**src/rtl/mips_pkg.sv**
```systemverilog
package mips_pkg;

    localparam int RAM_WORDS    = 256;
    localparam int RAM_AW       = $clog2(RAM_WORDS);
    localparam int LOADER_DEPTH = 4;
    localparam int LOADER_AW    = $clog2(LOADER_DEPTH);

    localparam logic [31:0] RESET_PC = 32'h4;  // first instruction word.
    localparam logic [4:0]  REG_V0   = 5'd2;

    // one master request on the memory-mapped bus.
    typedef struct packed {
        logic [31:0] address;
        logic        read;
        logic        write;
        logic [31:0] writedata;
    } avalon_req_t;

    typedef struct packed {
        logic [31:0] readdata;
        logic        waitrequest;
    } avalon_rsp_t;

    // one word from the load port, word addressed.
    typedef struct packed {
        logic [7:0]  addr;
        logic [31:0] data;
    } load_word_t;

    typedef enum logic [5:0] {
        OP_SPECIAL = 6'h00,
        OP_BEQ     = 6'h04,
        OP_BGTZ    = 6'h07,
        OP_ADDIU   = 6'h09,
        OP_LW      = 6'h23,
        OP_SW      = 6'h2b
    } opcode_e;

    typedef enum logic [5:0] {
        FN_JR   = 6'h08,
        FN_ADDU = 6'h21
    } funct_e;

    typedef enum logic [2:0] {
        S_IDLE,
        S_FETCH,
        S_DECODE,
        S_EXECUTE,
        S_MEMORY,
        S_WRITEBACK,
        S_HALTED
    } cpu_state_e;

endpackage

```
**src/rtl/boot_loader.sv**
```systemverilog
`timescale 1ns/1ps

module boot_loader (
    input  logic                  clk,
    input  logic                  arst_n,
    input  logic                  load_valid,
    input  mips_pkg::load_word_t  load_word,
    input  mips_pkg::avalon_rsp_t bus_rsp,
    output mips_pkg::avalon_req_t bus_req
);
    import mips_pkg::*;

    load_word_t           fifo_q [LOADER_DEPTH];
    logic [LOADER_AW-1:0] wr_ptr_q, rd_ptr_q;
    logic [LOADER_AW:0]   count_q;
    load_word_t           head;
    logic                 pop;

    assign head = fifo_q[rd_ptr_q];
    assign pop  = bus_req.write && !bus_rsp.waitrequest;  // word accepted by RAM.

    always_comb begin
        bus_req           = '0;
        bus_req.write     = (count_q != '0);
        bus_req.address   = {22'd0, head.addr, 2'b00};  // word to byte address.
        bus_req.writedata = head.data;
    end

    always_ff @(posedge clk) begin
        if (load_valid) fifo_q[wr_ptr_q] <= load_word;
    end

    always_ff @(posedge clk or negedge arst_n) begin
        if (!arst_n) begin
            wr_ptr_q <= '0;
            rd_ptr_q <= '0;
            count_q  <= '0;
        end else begin
            if (load_valid) wr_ptr_q <= wr_ptr_q + 1'b1;
            if (pop) rd_ptr_q <= rd_ptr_q + 1'b1;
            case ({load_valid, pop})
                2'b10:   count_q <= count_q + 1'b1;
                2'b01:   count_q <= count_q - 1'b1;
                default: ;  // both or neither.
            endcase
        end
    end

endmodule

```
**config.mk**
```make
export PLATFORM = sky130hd
export DESIGN_NAME = boot_loader
export DESIGN_NICKNAME = d
export VERILOG_FILES = /design/src/rtl/mips_pkg.sv /design/src/rtl/boot_loader.sv
export SDC_FILE = /design/constraint.sdc
export NUM_CORES = 1
export LEC_CHECK = 0
export ABC_AREA = 1
export ABC_CLOCK_PERIOD_IN_PS = 4980
export BUFFER_PORTS_ARGS = -buffer_cell sky130_fd_sc_hd__buf_2
export CAP_MARGIN = 20
export CORE_AREA = 2 2 113 115
export CTS_CLUSTER_DIAMETER = 100
export DETAILED_ROUTE_END_ITERATION = 8
export DIE_AREA = 0 0 115 117
export GPL_ROUTABILITY_DRIVEN = 0
export PLACE_DENSITY = 0.83
export SLEW_MARGIN = 20
export SYNTH_ARGS = -nofsm -noshare
export SYNTH_HDL_FRONTEND = slang
export SYNTH_SLANG_ARGS = --single-unit
export TNS_END_PERCENT = 100
```
**constraint.sdc**
```tcl
create_clock -name clk -period 4.98 [get_ports clk]
set_input_delay 0.249 -clock clk [delete_from_list [all_inputs] [get_ports clk]]
set_output_delay 0.249 -clock clk [all_outputs]
set_load 0.05 [all_outputs]
```
==> results.toml <==
[status]
outcome = "finished, final reports clean"

[cts]
htreeDepth = 4
clockBufferDepth = 2
cts.sinks = 167
cts_root_buffer = "clkbuf_16"
post_cts_buffers = 0
cts_tree = "built"
cts_buffers = 17
path_clk_slew_ns = 0.06
clk_latency_ns = 0.41

[timing]
setup_tns_ns = 0
fmax_mhz = 324.9
maxSlewViolCount = 0
min_period_over_period_pct = 61.80
maxSlewHeadroom_pct = 29.29
hold_viol_final = 0
rsz0062_at_grt = "no"
fin_crit_ns = 3.078
finalClockSkew_ns = 0.01039
setup_viol = 0
worst_slew_pin_slew_ns = 1.061

[detailed_routing]
viasPerCell = 5.167
drc = 0
postRouteAntennaNets = 0
routedWlPerCell_um = 15.36
drt_iter0_markers = 235
vias = 4082
wl_um = 12130
dr.pass1.iters = 4

[floorplan]
die_h_um = 117
fp.dieW_um = 115
start_util_pct = 57.46
dieArea_um2 = 13460
io_pins = 142
core_um2 = 12310
rows = 41

[worst_setup_path]
path_cells = "inv_2 > o211ai_1 > nand2_1 > buf_2"
worstSetupPathDepth = 4
rr_startpoint = "rd_ptr_q[1]"
slowest_delay_ns = 1.06
required_ns = 4.73
path_max_fanout = 42
start_kind = "register"
cp_slowest_cell = "dfrtp_2"
reg2reg_depth = 3
cp.arrival_ns = 2.83
crit_type = "register to output pin"
rrSetupSlack_ns = 2.74
crit_start = "rd_ptr_q[1]"
path_buf_inv = 2
cp-end-kind = "output pin"
path_delay_family = "flip-flops"

[power_and_ir_drop]
combPwrFrac_pct = 41.0
clkPwrFrac_pct = 23.0
power.leakage_uw = 0.003361
power_density_nw_per_um2 = 691.1
p_switching_uw = 2408
p_seq_share_pct = 36.0
peakVddDrop_mv = 0.4254
power.internal_uw = 3127
netSwitchingFraction_pct = 43.51

[cells_and_area]
antenna_cells = 0
fin_nets = 709
fin_cells = 790
syn_to_final_growth_pct = 13.21
final_layout_size_suffix_gt1_share_pct = 21.88
fill_cells = 861

[placement]
dp_hpwl_um = 6804
dp_cells = 757
io_buffers = 84

[global_route]
grt_pass1_wl_um = 18400
antenna_found_initial = 1
grt_pass1_vias = 3955
grt_overflow = 0
grtUsageTotal_pct = 18.42
grt_max_degree = 81

[synth]
synth_top_cell_area_share_pct = 67.92
synth.top_cells.by_area = "edfxtp_1 68%, nand2_1 7.2%, o211ai_1 6.5%"
synthesis.instances = 549
yosysTopAreaCell = "edfxtp_1"
yosysUniqueCellTypes = 21
synthesis.area_um2 = 7074
yosys_warnings = 0
syn_avg_cell_area_um2 = 12.89
synth_seq_cells = 167
ys_seq_area_share_pct = 70.39

[min_path]
hp-class = "input port to register"
whs_path_depth = 1
hp-start = "load_word[12]"

[flow_run]
cap_violations = 0
==> routing by layer <==
layer	wire, um	up-vias	GRT usage (%)
met1	4834	1957	20.70
met3	803	13	5.613
li1	-	1980	-
met4	106	2	7.229
met2	6375	130	33.06
met5	11	-	0
==> kinds of logic (layout without fill, tap and decap cells) <==
group                      after synthesis  count (layout)  share of synthesized area [%]
AOI/OAI and AO/OA                       82              82                          9.975
xor gates and xnor gates                 2               2                         0.2477
adders and majority gates                6               6                          1.167
buffers and inverters                  149             216                          10.52
DFF                                    167             167                          70.39
other                                    1              25                        0.05301
and+or+nand+nor                        142             142                          7.641
==> final cells by class <==
class	count	area, um2	share of cell area, %
inverter	97	366.6	4.577
multi-input combinational	257	1440	17.98
clock inverter	14	158.9	1.984
timing repair buffer	87	445.4	5.562
sequential	167	4981	62.19
tap	150	187.7	2.343
clock buffer	18	429.2	5.359
==> cell usage in the layout, fill, tap and decap left out, types with 2 or more instances in the layout <==
cell type   netlist  routed
buf_2            16      84
buf_4            26       2
bufinv_16         0       3
clkbuf_16         0      17
clkinv_1          0       4
clkinv_4          0       3
clkinvlp_4        0       3
conb_1            1      25
dfrtp_1           7       6
edfxtp_1        160     160
ha_1              5       5
inv_1            91      90
inv_2             6       6
nand2_1         136     136
nand3_1           4       4
o211ai_1         61      61
o211ai_2         19      19
==> registers in the layout (all words and copies together), names as in the netlist <==
name      flops
fifo_q      160
count_q       3
wr_ptr_q      2
rd_ptr_q      2
==> through the flow <==
step | hold slack (ns) | worst slack [ns] | utilization (%) | cell area, um2 | power, uW
2_1_floorplan | -0.04659 | 2.929 | - | 7164 | 3866
3_3_place_gp | 0.08794 | 2.304 | 60.19 | 7411 | 4228
3_5_place_dp | 0.09347 | 2.352 | 60.19 | 7411 | 4300
4_1_cts | 0.02955 | 1.900 | 65.05 | 8009 | 5574
5_1_grt | 0.03436 | 1.763 | 65.05 | 8009 | 5797
6_report | 0.04606 | 1.902 | 65.05 | 8009 | 5535
==> synthesized netlist by cell type, drive strengths merged <==
cell	count
inv	97
dfrtp	7
nand2	136
nand4	1
fa	1
edfxtp	160
xor2	1
buf	51
nand3	4
ha	5
o21ai	2
conb	1
xnor2	1
o211ai	80
nor2	1
clkbuf	1
==> repair_timing <==
item                                   in CTS  in global routing
hold buffers                                1                  0
endpoints found under the hold margin       7                  0
resized for setup                           0                  0
==> path summary, 6_finish.rpt <==
path,to
max in group asynchronous,rd_ptr_q[1]
min in group asynchronous,count_q[1]
worst min register to register,count_q[0]
worst min-delay path,fifo_q[2][12]
worst max-delay path,bus_req[26]
worst max register to register,rd_ptr_q[1]
==> power by group through the flow <==
stage	Combinational (uW)	Sequential (uW)	Clock (uW)
detailed placement	2280	2020	0
global route	2430	2020	1350
CTS	2290	1990	1290
global placement	2220	2010	0
finish	2270	1990	1270
floorplan	1940	1930	0
No activity file was read; power rests on OpenSTA's default activity.
