**config.mk**
```make
export PLATFORM = sky130hd
export DESIGN_NAME = bus_arbiter
export DESIGN_NICKNAME = d
export VERILOG_FILES = /design/src/rtl/mips_pkg.sv /design/src/rtl/bus_arbiter.sv
export SDC_FILE = /design/constraint.sdc
export NUM_CORES = 1
export LEC_CHECK = 0
export ABC_AREA = 1
export ABC_CLOCK_PERIOD_IN_PS = 1000
export BUFFER_PORTS_ARGS = -buffer_cell sky130_fd_sc_hd__buf_2
export CAP_MARGIN = 20
export CORE_AREA = 2 2 116 118
export CTS_BUF_LIST = sky130_fd_sc_hd__clkbuf_8
export DETAILED_ROUTE_END_ITERATION = 10
export DIE_AREA = 0 0 118 120
export GPL_TIMING_DRIVEN = 1
export PLACE_DENSITY = 0.48
export REMOVE_ABC_BUFFERS = 1
export SLEW_MARGIN = 30
export SYNTH_ARGS = -nofsm -noshare
export SYNTH_HDL_FRONTEND = slang
export SYNTH_SLANG_ARGS = --single-unit
```
**constraint.sdc**
```tcl
create_clock -name clk -period 1 [get_ports clk]
set_input_delay 0.1 -clock clk [delete_from_list [all_inputs] [get_ports clk]]
set_output_delay 0.1 -clock clk [all_outputs]
set_load 0.02 [all_outputs]
```
**src/rtl/mips_pkg.sv**
```systemverilog
package mips_pkg;

    localparam int RAM_WORDS    = 256;
    localparam int RAM_AW       = $clog2(RAM_WORDS);
    localparam int LOADER_DEPTH = 4;
    localparam int LOADER_AW    = $clog2(LOADER_DEPTH);

    localparam logic [31:0] RESET_PC = 32'h4;  // first instruction word.
    localparam logic [4:0]  REG_V0   = 5'd2;

    // one master request on the memory-mapped bus.
    typedef struct packed {
        logic [31:0] address;
        logic        read;
        logic        write;
        logic [31:0] writedata;
    } avalon_req_t;

    typedef struct packed {
        logic [31:0] readdata;
        logic        waitrequest;
    } avalon_rsp_t;

    // one word from the load port, word addressed.
    typedef struct packed {
        logic [7:0]  addr;
        logic [31:0] data;
    } load_word_t;

    typedef enum logic [5:0] {
        OP_SPECIAL = 6'h00,
        OP_BEQ     = 6'h04,
        OP_BGTZ    = 6'h07,
        OP_ADDIU   = 6'h09,
        OP_LW      = 6'h23,
        OP_SW      = 6'h2b
    } opcode_e;

    typedef enum logic [5:0] {
        FN_JR   = 6'h08,
        FN_ADDU = 6'h21
    } funct_e;

    typedef enum logic [2:0] {
        S_IDLE,
        S_FETCH,
        S_DECODE,
        S_EXECUTE,
        S_MEMORY,
        S_WRITEBACK,
        S_HALTED
    } cpu_state_e;

endpackage

```
**src/rtl/bus_arbiter.sv**
```systemverilog
`timescale 1ns/1ps

module bus_arbiter (
    input  logic                  clk,
    input  logic                  arst_n,
    input  mips_pkg::avalon_req_t ldr_req,
    input  mips_pkg::avalon_req_t cpu_req,
    output mips_pkg::avalon_rsp_t ldr_rsp,
    output mips_pkg::avalon_rsp_t cpu_rsp,
    output mips_pkg::avalon_req_t ram_req,
    input  mips_pkg::avalon_rsp_t ram_rsp
);

    logic busy_q;     // a granted transfer is still waiting.
    logic own_ldr_q;
    logic ldr_wants;
    logic sel_ldr;
    logic xfer;

    assign ldr_wants = ldr_req.read | ldr_req.write;

    // new grants only when idle, loader first.
    assign sel_ldr = busy_q ? own_ldr_q : ldr_wants;
    assign ram_req = sel_ldr ? ldr_req : cpu_req;
    assign xfer    = ram_req.read | ram_req.write;

    always_comb begin
        ldr_rsp.readdata    = ram_rsp.readdata;
        cpu_rsp.readdata    = ram_rsp.readdata;
        ldr_rsp.waitrequest = sel_ldr ? ram_rsp.waitrequest : 1'b1;
        cpu_rsp.waitrequest = sel_ldr ? 1'b1 : ram_rsp.waitrequest;
    end

    // hold the owner until its transfer sees waitrequest low.
    always_ff @(posedge clk or negedge arst_n) begin
        if (!arst_n) begin
            busy_q    <= 1'b0;
            own_ldr_q <= 1'b0;
        end else begin
            busy_q    <= xfer && ram_rsp.waitrequest;
            own_ldr_q <= sel_ldr;
        end
    end

endmodule

```
==> reports/metrics.csv <==
stage;metric;value;unit
place;DP Area;2240;um^2
yosys;top-area cell type share of the netlist area;52.6;%
routing;1st-iter DRT viols;70;
final_layout;# fillers;1484;
critical_path;Slowest-stage cell, CP;dfrtp_1;
critical_path;most used cell along the critical path;nand2_1;
job;max cap viols;0;
power;Clk pwr share;11.9;%
place;Final GP Congestion;0.890;
sta;Final WS setup;-513;ps
final_layout;layout cells sized above 1;62.1;%
sta;final max-slew violation count;0;
routing;routed len/inst;16.1;um
power;Pleak;1.78;nW
power;Sw Pwr;0.00124;W
yosys;Synth Register Bits;2;
power;combinational power share;84.6;%
floorplan;Placement Rows;42;
power;VDD IR-drop max;0.000265;V
final_layout;Syn-to-layout area delta;102;%
routing;via count;2332;
global_routing;vias in the first global route;1921;
critical_path;Setup CP Type;register to output port;
floorplan;Starting Density;11.1;%
critical_path;CP required;900;ps
floorplan;Die Y;120;um
routing;antenna viol nets, final;0;
cts;Max Root-Sink Buffers;2;
final_layout;number of diodes;0;
global_routing;GRT Residual Overflow;0;
global_routing;initial antenna violation count;0;
yosys;number of synthesized flops with an enable pin;0;
sta;Final Critical Period;1510;ps
cts;H-tree depth;1;
place;DP HPWL;7320;um
power;Power Dens Cells;910;nW/um^2
yosys;share of flip-flops with an asynchronous set or reset;100;%
critical_path;crit-path cells;inv_1, nand2_2, nand2_8, buf_12, clkbuf_16, nand2_1, nand2_1, buf_6;
floorplan;num ports;299;
global_routing;largest net degree at the start of global routing;38;
routing;router iterations before antenna repair;6;
final_layout;post-layout util;22.4;%
global_routing;GRT Total Usage;11.0;%
routing;# DRC;0;
cts;worst-skew pair later-pin latency;210;ps
final_layout;fin area;2910;um^2
yosys;post-synthesis sequential area ratio;3.47;%
yosys;Most used DFF post-synth;dfrtp_1;
sta;relative slew slack;87.5;%
yosys;syn_area_per_cell;4.96;um^2
yosys;count leader, synth;nand2_1;
min_path;worst hold path class;primary input to register;
floorplan;Die Area;14200;um^2
yosys;top post-synthesis cells by area;nand2_1 53%, buf_4 36%, buf_6 3.9%;
critical_path;WP data arrival;1410;ps
power;Int Power;0.00141;W
yosys;synth unique cells;10;
power;Total Power;0.00265;W
cts;TritonCTS clock tree;yes;
sta;Final Cycle Share;151;%
cts;clock sinks;2;
sta;Max Clk Rate;661;MHz
power;Sw Share;46.8;%
yosys;Syn. warnings;0;
sta;Clock Skew;0.292;ps
power;Sequential Power Share;3.5;%
floorplan;core area;13000;um^2
cts;Root Buffer;clkbuf_8;
global_routing;first-pass GRT wire length;11700;um
critical_path;CP Capture Type;output port;
cts;total CTS buffers;3;
sta;RSZ-0062 raised after global routing;yes;
place;Port Buf Inserts;202;
yosys;Mapped Cells;291;
outcome;failing checks;setup timing;
sta;Setup TNS;-33060;ps
yosys;Cell Area, Synth;1440;um^2
critical_path;Max FO, Critical Path;5;
critical_path;critical path's largest stage delay;390;ps
outcome;status;finished, violations left;
floorplan;Die Width;118;um
yosys;Synth area leader;nand2_1;
sta;count of final setup violators;70;
sta;final hold slack;157;ps
yosys;top cells by count, synth;202 x nand2_1, 70 x buf_4, 5 x buf_6;
cts;clk slew on worst S/H paths;30;ps
sta;worst slew pin tran;186;ps
critical_path;Worst setup SP type;register;
routing;Avg Vias per Cell;3.78;
sta;Final Hold Vio Count;0;
routing;WL final;9910;um
final_layout;NumNets Final;610;
==> cell usage in the layout (no fill, tap or decap) <==
cell           count
buf_6             42
nor2_1             2
nor2_4             1
buf_12             5
buf_2            160
o21ai_0            1
clkbuf_8           3
inv_8              1
nand2_1          158
nand2_8            1
clkbuf_16          7
dfrtp_1            2
buf_8              1
buf_4              9
nand2_4            5
nand2_2           39
dlygate4sd3_1      1
inv_1              3
==> cell type report <==
class	count	area, um^2	share of cell area (%)
multi-input combinational	207	937	32.2
clock buffer	3	41.3	1.42
inverter	4	22.5	0.773
timing repair buffer	225	1640	56.4
tap	176	220	7.56
sequential	2	50.0	1.72
==> logic make-up after synthesis <==
family          Yosys count  synth area share, %
compound gates            1                0.347
flops                     2                 3.47
buf+inv                  82                 42.4
simple gates            206                 53.8
==> worst max-delay path: cells and delay by family, from the launching register on <==
kind	cells	cell delay (ps)
buffers and inverters	4	480
DFF	1	390
and+or+nand+nor	4	330
==> what timing repair did <==
item,4_1_cts,5_1_grt
gates cloned,0,8
endpoints found under the hold margin,2,0
hold buffers,1,0
endpoints found under the setup margin,70,70
resized for setup,10,131
setup buffers,0,1
pin swaps,0,23
==> power groups by stage <==
stage / combinational (W) / clock, W / sequential, W
after floorplan: 0.000837 / 0 / 0.0000926
after global placement: 0.00164 / 0 / 0.0000930
after detailed placement: 0.00163 / 0 / 0.0000933
after CTS: 0.00167 / 0.000324 / 0.0000925
after global routing: 0.00241 / 0.000339 / 0.0000940
final: 0.00224 / 0.000315 / 0.0000931
==> sequential cells by signal (all words and copies together), names as in the netlist <==
| register | cells |
|---|---|
| busy_q | 1 |
| own_ldr_q | 1 |
==> per-stage QoR <==
stage          worst slack [ps]  std cells
2_1_floorplan             -1120        213
3_3_place_gp               -313        604
3_5_place_dp               -295        604
4_1_cts                    -519        608
5_1_grt                    -597        617
6_report                   -513        617
==> final timing paths <==
check | from | end | slack (ps) | cells past startpoint
worst max-delay path | busy_q$_DFF_PN0_ | ram_req[35] | -510 | 8
worst min-delay path | ram_rsp[0] | busy_q$_DFF_PN0_ | 160 | 3
worst max register to register | busy_q$_DFF_PN0_ | busy_q$_DFF_PN0_ | -270 | 8
worst min register to register | busy_q$_DFF_PN0_ | busy_q$_DFF_PN0_ | 840 | 5
max in group asynchronous | arst_n | own_ldr_q$_DFF_PN0_ | 680 | 2
min in group asynchronous | arst_n | busy_q$_DFF_PN0_ | 220 | 2
==> metal layers <==
layer,wire length [um],global-route usage (%),vias up
met5,76,5.15,-
met4,47,2.11,2
met3,1930,10.8,6
met2,4250,14.4,211
met1,3610,12.2,1016
li1,-,-,1097
(Power assumes the default switching activity.)
